--- src/graph_macros.svh ---
`ifndef GRAPH_MACROS_SVH
`define GRAPH_MACROS_SVH

// number of addressable nodes
// node_t width follows as clog2 of this value
`define MAX_NODES 64

// capacity of the destination list
// edge_ptr_t width follows as clog2 of this value
`define MAX_EDGES 256

// reply FIFO entries
// the control allows up to two reads in flight against this depth,
// so the free count stays two bits wide
`define REPLY_DEPTH 2

`endif

--- src/graph_types_pkg.sv ---
`include "graph_macros.svh"

package graph_types_pkg;

    // node number
    typedef logic [$clog2(`MAX_NODES)-1:0] node_t;

    // position in the destination list
    typedef logic [$clog2(`MAX_EDGES)-1:0] edge_ptr_t;

    // stored edge count, one bit wider so a full store is visible
    typedef logic [$clog2(`MAX_EDGES):0] edge_cnt_t;

    // per-source record
    typedef struct packed {
        logic      has_edges;
        edge_ptr_t first;
        edge_ptr_t last;
    } index_entry_t;

    typedef enum logic [1:0] {
        LOAD,
        IDLE,
        LOOKUP,
        STREAM
    } ctrl_state_t;

endpackage

--- src/graph_stream_pkg.sv ---
package graph_stream_pkg;

    import graph_types_pkg::*;

    // one edge on the load stream
    // first_of_src opens a new source group and restarts its list
    typedef struct packed {
        node_t src;
        node_t dst;
        logic  first_of_src;
    } load_entry_t;

    // one beat on the reply stream
    // a node without edges sends a single beat with no_edges and last set
    typedef struct packed {
        node_t node;
        logic  last;
        logic  no_edges;
    } reply_beat_t;

endpackage

--- src/adjacency_ctrl.sv ---
`timescale 1ns/100ps

`include "graph_macros.svh"

module adjacency_ctrl (
    input  logic                          clk,
    input  logic                          arst_n,
    input  logic                          load_valid,
    input  logic                          load_done,
    input  logic                          query_valid,
    input  graph_types_pkg::node_t        query_node,
    input  graph_types_pkg::index_entry_t entry,
    input  graph_types_pkg::edge_cnt_t    store_count,
    input  logic [1:0]                    buf_free,
    output logic                          load_ready,
    output logic                          query_ready,
    output logic                          idx_wr_en,
    output logic                          store_wr_en,
    output logic                          lookup_en,
    output graph_types_pkg::node_t        lookup_node,
    output logic                          rd_en,
    output graph_types_pkg::edge_ptr_t    rd_ptr,
    output logic                          beat_push,
    output logic                          beat_last,
    output logic                          beat_no_edges
);

    import graph_types_pkg::*;

    typedef struct packed {
        logic valid;
        logic last;
        logic no_edges;
    } flight_t;

    ctrl_state_t state;
    ctrl_state_t state_nxt;

    // latched lookup result
    edge_ptr_t cur_ptr;
    edge_ptr_t last_ptr;
    logic      has_edges;

    logic      issue_done;
    logic      issue;
    flight_t   issue_f;
    flight_t   pend_q;

    // load phase
    assign load_ready  = (state == LOAD) && (store_count != edge_cnt_t'(`MAX_EDGES));
    assign idx_wr_en   = load_valid && load_ready;
    assign store_wr_en = idx_wr_en;

    // query accept, index read happens on the accepting edge
    assign query_ready = (state == IDLE);
    assign lookup_en   = query_valid && query_ready;
    assign lookup_node = query_node;

    // a read only goes out if its beat is sure to find a slot
    assign issue = (state == STREAM) && !issue_done && (buf_free > {1'b0, pend_q.valid});

    assign issue_f.valid    = issue;
    assign issue_f.last     = !has_edges || (cur_ptr == last_ptr);
    assign issue_f.no_edges = !has_edges;

    // empty node needs no memory read, only the flagged beat
    assign rd_en  = issue && has_edges;
    assign rd_ptr = cur_ptr;

    // store data arrives one cycle after the read
    assign beat_push     = pend_q.valid;
    assign beat_last     = pend_q.last;
    assign beat_no_edges = pend_q.no_edges;

    always_comb begin
        state_nxt = state;
        case (state)
            LOAD: begin
                if (load_done) begin
                    state_nxt = IDLE;
                end
            end
            IDLE: begin
                if (lookup_en) begin
                    state_nxt = LOOKUP;
                end
            end
            LOOKUP: begin
                state_nxt = STREAM;
            end
            STREAM: begin
                if (pend_q.valid && pend_q.last) begin
                    state_nxt = IDLE;
                end
            end
            default: begin
                state_nxt = LOAD;
            end
        endcase
    end

    always_ff @(posedge clk or negedge arst_n) begin
        if (!arst_n) begin
            state      <= LOAD;
            pend_q     <= '0;
            issue_done <= 1'b0;
        end else begin
            state  <= state_nxt;
            pend_q <= issue_f;
            if (state == LOOKUP) begin
                issue_done <= 1'b0;
            end else if (issue && issue_f.last) begin
                issue_done <= 1'b1;
            end
        end
    end

    always_ff @(posedge clk) begin
        if (state == LOOKUP) begin
            cur_ptr   <= entry.first;
            last_ptr  <= entry.last;
            has_edges <= entry.has_edges;
        end else if (issue) begin
            cur_ptr <= cur_ptr + 1'b1;
        end
    end

    // reads stay inside the group recorded by the index table
    a_rd_within_group: assert property (@(posedge clk) disable iff (!arst_n)
        rd_en |-> rd_ptr <= last_ptr);

    // once loading is over the store stops growing
    a_no_load_after_done: assert property (@(posedge clk) disable iff (!arst_n)
        (state != LOAD) |=> $stable(store_count));

endmodule

--- src/node_index_table.sv ---
`timescale 1ns/100ps

`include "graph_macros.svh"

module node_index_table (
    input  logic                          clk,
    input  logic                          arst_n,
    input  logic                          wr_en,
    input  graph_stream_pkg::load_entry_t load_entry,
    input  graph_types_pkg::edge_ptr_t    append_ptr,
    input  logic                          lookup_en,
    input  graph_types_pkg::node_t        lookup_node,
    output graph_types_pkg::index_entry_t entry
);

    import graph_types_pkg::*;

    // flags must start clear, pointers only matter once a flag is set
    logic [`MAX_NODES-1:0] has_edges;
    edge_ptr_t             first_mem [`MAX_NODES];
    edge_ptr_t             last_mem  [`MAX_NODES];

    always_ff @(posedge clk or negedge arst_n) begin
        if (!arst_n) begin
            has_edges <= '0;
        end else if (wr_en && load_entry.first_of_src) begin
            has_edges[load_entry.src] <= 1'b1;
        end
    end

    // a new group restarts both pointers, later edges extend it
    always_ff @(posedge clk) begin
        if (wr_en) begin
            if (load_entry.first_of_src) begin
                first_mem[load_entry.src] <= append_ptr;
            end
            last_mem[load_entry.src] <= append_ptr;
        end
    end

    always_ff @(posedge clk) begin
        if (lookup_en) begin
            entry.has_edges <= has_edges[lookup_node];
            entry.first     <= first_mem[lookup_node];
            entry.last      <= last_mem[lookup_node];
        end
    end

    // group pointers grow with the append pointer
    a_last_not_before_first: assert property (@(posedge clk) disable iff (!arst_n)
        (wr_en && !load_entry.first_of_src && has_edges[load_entry.src])
            |-> append_ptr >= first_mem[load_entry.src]);

endmodule

--- src/edge_list_store.sv ---
`timescale 1ns/100ps

`include "graph_macros.svh"

module edge_list_store (
    input  logic                       clk,
    input  logic                       arst_n,
    input  logic                       wr_en,
    input  graph_types_pkg::node_t     dst,
    input  logic                       rd_en,
    input  graph_types_pkg::edge_ptr_t rd_ptr,
    output graph_types_pkg::edge_ptr_t append_ptr,
    output graph_types_pkg::edge_cnt_t count,
    output graph_types_pkg::node_t     rd_data
);

    import graph_types_pkg::*;

    node_t mem [`MAX_EDGES];

    // entries are appended in order, so the count doubles as the write position
    assign append_ptr = edge_ptr_t'(count);

    always_ff @(posedge clk or negedge arst_n) begin
        if (!arst_n) begin
            count <= '0;
        end else if (wr_en) begin
            count <= count + 1'b1;
        end
    end

    always_ff @(posedge clk) begin
        if (wr_en) begin
            mem[append_ptr] <= dst;
        end
    end

    always_ff @(posedge clk) begin
        if (rd_en) begin
            rd_data <= mem[rd_ptr];
        end
    end

    // loader must be held off once every slot is taken
    a_no_write_when_full: assert property (@(posedge clk) disable iff (!arst_n)
        wr_en |-> count != edge_cnt_t'(`MAX_EDGES));

endmodule

--- src/reply_buffer.sv ---
`timescale 1ns/100ps

`include "graph_macros.svh"

module reply_buffer (
    input  logic                          clk,
    input  logic                          arst_n,
    input  logic                          push,
    input  graph_types_pkg::node_t        push_node,
    input  logic                          push_last,
    input  logic                          push_no_edges,
    input  logic                          reply_ready,
    output logic                          reply_valid,
    output graph_stream_pkg::reply_beat_t reply,
    output logic [1:0]                    free
);

    import graph_stream_pkg::*;

    reply_beat_t                      mem [`REPLY_DEPTH];
    logic [$clog2(`REPLY_DEPTH)-1:0]  wr_idx;
    logic [$clog2(`REPLY_DEPTH)-1:0]  rd_idx;
    logic [1:0]                       count;
    logic                             pop;

    assign reply_valid = (count != 2'd0);
    assign reply       = mem[rd_idx];
    assign pop         = reply_valid && reply_ready;

    // a slot leaving this cycle already counts as free
    assign free = 2'(`REPLY_DEPTH) - count + {1'b0, pop};

    always_ff @(posedge clk or negedge arst_n) begin
        if (!arst_n) begin
            wr_idx <= '0;
            rd_idx <= '0;
            count  <= '0;
        end else begin
            if (push) begin
                wr_idx <= wr_idx + 1'b1;
            end
            if (pop) begin
                rd_idx <= rd_idx + 1'b1;
            end
            count <= count + {1'b0, push} - {1'b0, pop};
        end
    end

    always_ff @(posedge clk) begin
        if (push) begin
            mem[wr_idx] <= '{node: push_node, last: push_last, no_edges: push_no_edges};
        end
    end

    // control only pushes when it has reserved a slot
    a_no_push_when_full: assert property (@(posedge clk) disable iff (!arst_n)
        push |-> count != 2'(`REPLY_DEPTH));

    // a stalled beat holds until the consumer takes it
    a_reply_stable: assert property (@(posedge clk) disable iff (!arst_n)
        (reply_valid && !reply_ready) |=> reply_valid && $stable(reply));

endmodule

--- src/adjacency_map.sv ---
`timescale 1ns/100ps

module adjacency_map (
    input  logic                          clk,
    input  logic                          arst_n,
    // load stream
    input  logic                          load_valid,
    output logic                          load_ready,
    input  graph_stream_pkg::load_entry_t load_entry,
    input  logic                          load_done,
    // query stream
    input  logic                          query_valid,
    output logic                          query_ready,
    input  graph_types_pkg::node_t        query_node,
    // reply stream
    output logic                          reply_valid,
    input  logic                          reply_ready,
    output graph_stream_pkg::reply_beat_t reply
);

    import graph_types_pkg::*;

    logic         idx_wr_en;
    logic         store_wr_en;
    logic         lookup_en;
    logic         rd_en;
    logic         beat_push;
    logic         beat_last;
    logic         beat_no_edges;
    logic [1:0]   buf_free;
    node_t        lookup_node;
    node_t        rd_data;
    edge_ptr_t    rd_ptr;
    edge_ptr_t    append_ptr;
    edge_cnt_t    store_count;
    index_entry_t entry;

    adjacency_ctrl adjacency_ctrl_inst (
        .clk           (clk),
        .arst_n        (arst_n),
        .load_valid    (load_valid),
        .load_done     (load_done),
        .query_valid   (query_valid),
        .query_node    (query_node),
        .entry         (entry),
        .store_count   (store_count),
        .buf_free      (buf_free),
        .load_ready    (load_ready),
        .query_ready   (query_ready),
        .idx_wr_en     (idx_wr_en),
        .store_wr_en   (store_wr_en),
        .lookup_en     (lookup_en),
        .lookup_node   (lookup_node),
        .rd_en         (rd_en),
        .rd_ptr        (rd_ptr),
        .beat_push     (beat_push),
        .beat_last     (beat_last),
        .beat_no_edges (beat_no_edges)
    );

    node_index_table node_index_table_inst (
        .clk         (clk),
        .arst_n      (arst_n),
        .wr_en       (idx_wr_en),
        .load_entry  (load_entry),
        .append_ptr  (append_ptr),
        .lookup_en   (lookup_en),
        .lookup_node (lookup_node),
        .entry       (entry)
    );

    edge_list_store edge_list_store_inst (
        .clk        (clk),
        .arst_n     (arst_n),
        .wr_en      (store_wr_en),
        .dst        (load_entry.dst),
        .rd_en      (rd_en),
        .rd_ptr     (rd_ptr),
        .append_ptr (append_ptr),
        .count      (store_count),
        .rd_data    (rd_data)
    );

    reply_buffer reply_buffer_inst (
        .clk           (clk),
        .arst_n        (arst_n),
        .push          (beat_push),
        .push_node     (rd_data),
        .push_last     (beat_last),
        .push_no_edges (beat_no_edges),
        .reply_ready   (reply_ready),
        .reply_valid   (reply_valid),
        .reply         (reply),
        .free          (buf_free)
    );

endmodule

--- config.mk ---
export PLATFORM = sky130hd
export DESIGN_NAME = adjacency_map
export DESIGN_NICKNAME = d
export VERILOG_FILES = /design/src/graph_types_pkg.sv /design/src/graph_stream_pkg.sv /design/src/adjacency_ctrl.sv /design/src/node_index_table.sv /design/src/edge_list_store.sv /design/src/reply_buffer.sv /design/src/adjacency_map.sv
export VERILOG_INCLUDE_DIRS = /design/src
export SDC_FILE = /design/constraint.sdc
export NUM_CORES = 2
export LEC_CHECK = 0
export BUFFER_PORTS_ARGS = -buffer_cell sky130_fd_sc_hd__buf_2
export CAP_MARGIN = 20
export CORE_AREA = 3 3 655 657
export DETAILED_ROUTE_END_ITERATION = 6
export DIE_AREA = 0 0 658 660
export GPL_TIMING_DRIVEN = 1
export PLACE_DENSITY = 0.44
export SYNTH_ARGS = -nofsm -noshare
export SYNTH_HDL_FRONTEND = slang
export SYNTH_HIERARCHICAL = 1
export SYNTH_SLANG_ARGS = --single-unit
export TNS_END_PERCENT = 20
--- constraint.sdc ---
create_clock -name clk -period 12.42 [get_ports clk]
set_clock_uncertainty 0.1 [all_clocks]
set_input_delay 1.242 -clock clk [delete_from_list [all_inputs] [get_ports clk]]
set_output_delay 1.242 -clock clk [all_outputs]
set_load 0.1 [all_outputs]
# ---- Word-level counts from Yosys, hierarchy flattened
# Memory sizes are Yosys's and may differ from the RTL's. A register that Yosys moved wholly into a read port is not among the register bits.
# Cells that the tools add are included.
dict set report op_classes {
  add_sub_neg 8
  multipliers 0
  div 0
  n_lt_le_gt_ge 4
  eq_ne 8
  shift 0
  muxes 19
  bitwise 1
  n_reduce_logical 19
}
# operator n
set op_table {}
lappend op_table {{64-bit bitwise OR} 1}
lappend op_table {{8-bit 2-to-1 mux} 2}
lappend op_table {{6-bit by 7-bit < comparator with 1-bit output, second input constant} 2}
lappend op_table {{1-bit logical AND} 11}
lappend op_table {{1-bit 2-to-1 mux} 11}
lappend op_table {{9-bit by 1-bit adder with 9-bit output, second input constant} 1}
lappend op_table {{9-bit inequality test, second input constant} 1}
lappend op_table {{8-bit by 1-bit adder with 8-bit output, second input constant} 1}
lappend op_table {{8-bit equality test} 1}
lappend op_table {{2-bit one-hot mux with 4 select lines} 1}
lappend op_table {{1-bit binary-select mux with 6-bit select} 1}
lappend op_table {{1-bit demux with 6-bit select} 1}
lappend op_table {{6-bit by 1-bit greater-or-equal comparator with 1-bit output, second input constant} 1}
lappend op_table {{2-bit 2-to-1 mux} 3}
lappend op_table {{2-bit inequality test, second input constant} 3}
lappend op_table {{2-bit nonzero test} 3}
lappend op_table {{2-bit by 1-bit adder with 2-bit output} 2}
lappend op_table {{2-bit equality test, second input constant} 2}
lappend op_table {{3-bit AND reduction} 1}
lappend op_table {{1-bit adder, second input constant} 2}
lappend op_table {{2-bit by 1-bit equality test with 1-bit output, second input constant} 1}
lappend op_table {{2-bit by 1-bit greater-than comparator with 1-bit output} 1}
lappend op_table {{1-bit logical NOT} 2}
lappend op_table {{2-bit logical NOT} 1}
lappend op_table {{3 further kinds} 3}
dict set report totals {
  reg_bits 101
  latch_bits 0
  ram_bits 2576
  rom_bits 0
  out_inout_bits 11
  n_memories 4
}
# name words width rd rd_clocked_by_memory_dff wr line
set memory_table {}
lappend memory_table {edge_list_store_inst.mem 256 6 1 1 1 edge_list_store.sv:19} ;# node_t mem [`MAX_EDGES];
lappend memory_table {node_index_table_inst.first_mem 64 8 1 1 1 node_index_table.sv:20} ;# edge_ptr_t first_mem [`MAX_NODES];
lappend memory_table {node_index_table_inst.last_mem 64 8 1 1 1 node_index_table.sv:21} ;# edge_ptr_t last_mem [`MAX_NODES];
lappend memory_table {reply_buffer_inst.mem 2 8 1 0 1 reply_buffer.sv:20} ;# reply_beat_t mem [`REPLY_DEPTH];

# ---- Longest topological paths before layout
dict set report logic_depth {
  depth_word 8
  depth_mapped 12
  mapped_depth_nobuf 9
}

# ---- By module
# Netlist, hierarchy kept.
# module instances cells_each area_per_inst_um2 seq_area_each_um2
set modules_own_cells {}
lappend modules_own_cells {edge_list_store 1 2941 60745.8 46529.6}
lappend modules_own_cells {node_index_table 1 2104 43068.8 32861.5}
lappend modules_own_cells {adjacency_ctrl 1 104 1177.4 660.6}
lappend modules_own_cells {reply_buffer 1 45 833.3 580.6}

# ---- Least setup slack after synthesis
# No wires, ideal clock.
dict set report synth_timing {
  kind {reg-to-reg}
  start {reg edge_list_store_inst.count[4]}
  end {mem node_index_table_inst/first_mem[43][0] (netlist bit), enable pin}
  setup_time_ps 373
  arrival_time_ps 4726
  path_slack_ps 7221
  stages_incl_launch_ff 12
  path_buffers 4
  path_cell_list {dfrtp_1 -> buf_4 -> nor4_1 -> nand3b_1 -> o41a_1 -> and2_1 -> clkbuf_1 -> inv_1 -> or2_2 -> clkbuf_1 -> clkbuf_1 -> nor2_1}
}
dict set report synth_via {
  elab_chain_cells 5
}
# element line
set synth_lines {}
lappend synth_lines {{start, declared} edge_list_store.sv:13} ;# output graph_types_pkg::edge_cnt_t count,
lappend synth_lines {{start signal, assigned} edge_list_store.sv:28} ;# count <= count + 1'b1;
lappend synth_lines {{9-bit inequality test} adjacency_ctrl.sv:50} ;# assign load_ready = (state == LOAD) && (store_count != edge_cnt_t'(`MAX_EDGES));
lappend synth_lines {{1-bit logical AND} adjacency_ctrl.sv:50}
lappend synth_lines {{named net load_ready} adjacency_map.sv:8} ;# output logic load_ready,
lappend synth_lines {{1-bit logical AND} adjacency_ctrl.sv:51} ;# assign idx_wr_en = load_valid && load_ready;
lappend synth_lines {{named net idx_wr_en} adjacency_map.sv:23} ;# logic idx_wr_en;
lappend synth_lines {{1-bit 2-to-1 mux} node_index_table.sv:33} ;# if (wr_en) begin
lappend synth_lines {{1-bit 2-to-1 mux (implied by the code)} node_index_table.sv:35} ;# first_mem[load_entry.src] <= append_ptr;
lappend synth_lines {{end, declared} node_index_table.sv:20}
# The timed path passes the listed nets, and every way through them passes these cells.

==> reports/metrics.csv <==
metric,value,unit
status,"complete, but fails checks",
failed_checks,DRC,
ys_ff_latch,2699,
synthArstFlopShare,3.075,%
finalNetCount,5362,
fin_area,0.1214,mm²
grt_pass1_vias,53330,
grt_usage,13.17,%
slowest_stage,edfxtp_1,
grt_pass1_wl,416000,µm
numPortBuffers,35,
drtIter0Drc,4589,
hold_path.class,input pin to asynchronous set/reset pin,
fmax,195.5,MHz
final.setup.tns,0,ns
grt.overflow.total,0,
wl_per_cell,26.15,µm
drt_pass1_iterations,7,
die_width,658,µm
period_needed,5.114,ns
ioPinCount,36,
yosysTopAreaCellShare,74.23,%
final_cell_mix,"2616 x edfxtp_1, 584 x mux4_2, 435 x nor2_1, 294 x clkbuf_16, 243 x mux2i_1",
areaGrowthSynthToFinish,14.70,%
ant_nets,0,
cts_root_buffer,clkbuf_16,
critPathTopFamily,compound AO/OA/AOI/OAI gates,
synth_ff_type,edfxtp_1,
dp_hpwl,176200,µm
core-area,0.4234,mm²
p_per_area,196.8,mW/mm²
ys_seq_area_share,76.19,%
final_hold_viol_count,0,
cts_hold_buf,0,
cts_buffer_depth,4,
yosys_warnings,6,
yosysTopAreaCell,edfxtp_1,
cts_setup_buffers,0,
crit_fanout,76,
ys_types,66,
cts_tree,built,
cpPeakStageDelay,0.82,ns
final_max_slew_viol_count,0,
arrival,5.56,ns
drc,1,
place_congestion,0.7612,
ir_drop,0.1567,mV
clk_latency,0.86,ns
dpl-instance-area,0.1125,mm²
std_cell_rows,239,
required,12.86,ns
avgSynthCellArea,20.37,µm²
antenna_found_initial,12,
post_cts_resized,0,
cpMostUsedCell,o21ai_0,
h-tree-depth,5,
slew_headroom,10.15,%
total_power,0.02389,W
rsz0062_at_grt,false,
synthCells,5194,
initial_core_util,24.99,%
die_area,0.4343,mm²
nFillCells,41732,
synthesis.nets,5232,
period_share,41.18,%
tightestPinTransition,1.348,ns
synth_area_leaders,"edfxtp_1 74%, mux4_2 12%, mux2i_1 2.3%",
setup.worst_path.class,register to register,
vias,51142,
grt_max_degree,187,
clock_sinks,2699,
p_leak,37.37,nW
path_clk_slew,0.06,ns
die_height,660,µm
wl,292900,µm
cp-end-kind,register,
setup_viol,0,
crit_buf_inv,2,
drive_above_1_share,23.09,%
synth_area,0.1058,mm²
startpoint_type,register,
cts_buffers,286,
maxCapViolCount,0,
vias_per_cell,4.567,
cp_cell_sequence,"buf_12, buf_4, nor2b_1, a22oi_1, a31oi_1, o21ai_0, o21ai_0, o221ai_1",
mostFrequentLayoutCell,edfxtp_1,
hold-worst-slack,0.2938,ns
synth_edf_count,2616,
-- kinds of logic after synthesis --
group	Yosys count	share of synthesized area (%)
compound gates	405	2.835
xor+xnor	27	0.2235
fa+ha+maj	13	0.1537
buf+inv	344	1.796
flops	2699	76.19
mux	873	15.24
simple gates	833	3.553
-- flip-flops by register name, summed over array words and instances (netlist names), 2 cells and up --
signal,flops
adjacency_ctrl_inst/last_ptr,8
adjacency_ctrl_inst/rd_ptr,8
adjacency_ctrl_inst/state,2
edge_list_store_inst/count,9
edge_list_store_inst/mem,1536
edge_list_store_inst/rd_data,6
node_index_table_inst/entry,17
node_index_table_inst/first_mem,512
node_index_table_inst/has_edges,64
node_index_table_inst/last_mem,512
reply_buffer_inst/count,2
reply_buffer_inst/mem,16
-- final timing paths --
path	start	slack [ns]	cells after the start	endpoint
worst max-delay path	adjacency_ctrl_inst/rd_ptr[0]	7.31	8	edge_list_store_inst/rd_data[0]
worst min-delay path	arst_n	0.29	1	edge_list_store_inst/count[0]
worst max register to register	adjacency_ctrl_inst/rd_ptr[0]	7.31	8	edge_list_store_inst/rd_data[0]
worst min register to register	node_index_table_inst/has_edges[24]	0.36	1	node_index_table_inst/has_edges[24]
max in group asynchronous	arst_n	10.56	2	edge_list_store_inst/count[6]
min in group clk	node_index_table_inst/has_edges[24]	0.36	1	node_index_table_inst/has_edges[24]
-- power by group --
group	leakage (nW)	internal (W)	switching (W)
Sequential	24.7	0.0104	0.000278
Combinational	8.37	0.00185	0.00308
Clock	4.31	0.00479	0.00349
-- worst register-to-register path, delay by kind of cell (launching register included) --
kind / cells / cell delay, ns
AO/OA/AOI/OAI: 5 / 1.61
buffers and inverters: 2 / 1.50
flip-flops: 1 / 0.82
AND/OR/NAND/NOR: 1 / 0.80
-- metal layers --
| layer | track usage [%] | vias to the layer above | wire [µm] |
|---|---|---|---|
| li1 | - | 21563 | - |
| met1 | 17.80 | 27836 | 128300 |
| met2 | 22.09 | 1337 | 143000 |
| met3 | 1.976 | 402 | 13520 |
| met4 | 3.527 | 4 | 8005 |
| met5 | 0 | - | 31 |
-- area by class of cell --
type	count	area (µm²)	share of cell area, %
timing repair buffer	162	1334	1.099
sequential	2699	80660	66.45
antenna	8	20.02	0.01649
inverter	24	92.59	0.07628
clock buffer	376	7815	6.439
tap	5663	7086	5.838
multi-input combinational	2151	23340	19.23
clock inverter	115	1033	0.8515
-- synthesized netlist by cell type, drive strengths merged, types with 60 or more instances --
cell / count
buf: 183
clkbuf: 137
dfrtp: 83
a22oi: 77
mux4: 584
a221oi: 60
a21oi: 69
nand2: 125
nor2: 437
edfxtp: 2616
mux2i: 243
or2: 76
-- per-stage QoR --
step	std cells	setup WS, ns	util, %
after floorplan	5194	7.221	-
after global placement	10676	6.923	26.52
after detailed placement	10694	6.953	26.56
after CTS	11185	6.940	28.65
after global routing	11193	6.874	28.66
final	11198	7.306	28.67
No activity file was read; power rests on OpenSTA's default activity.
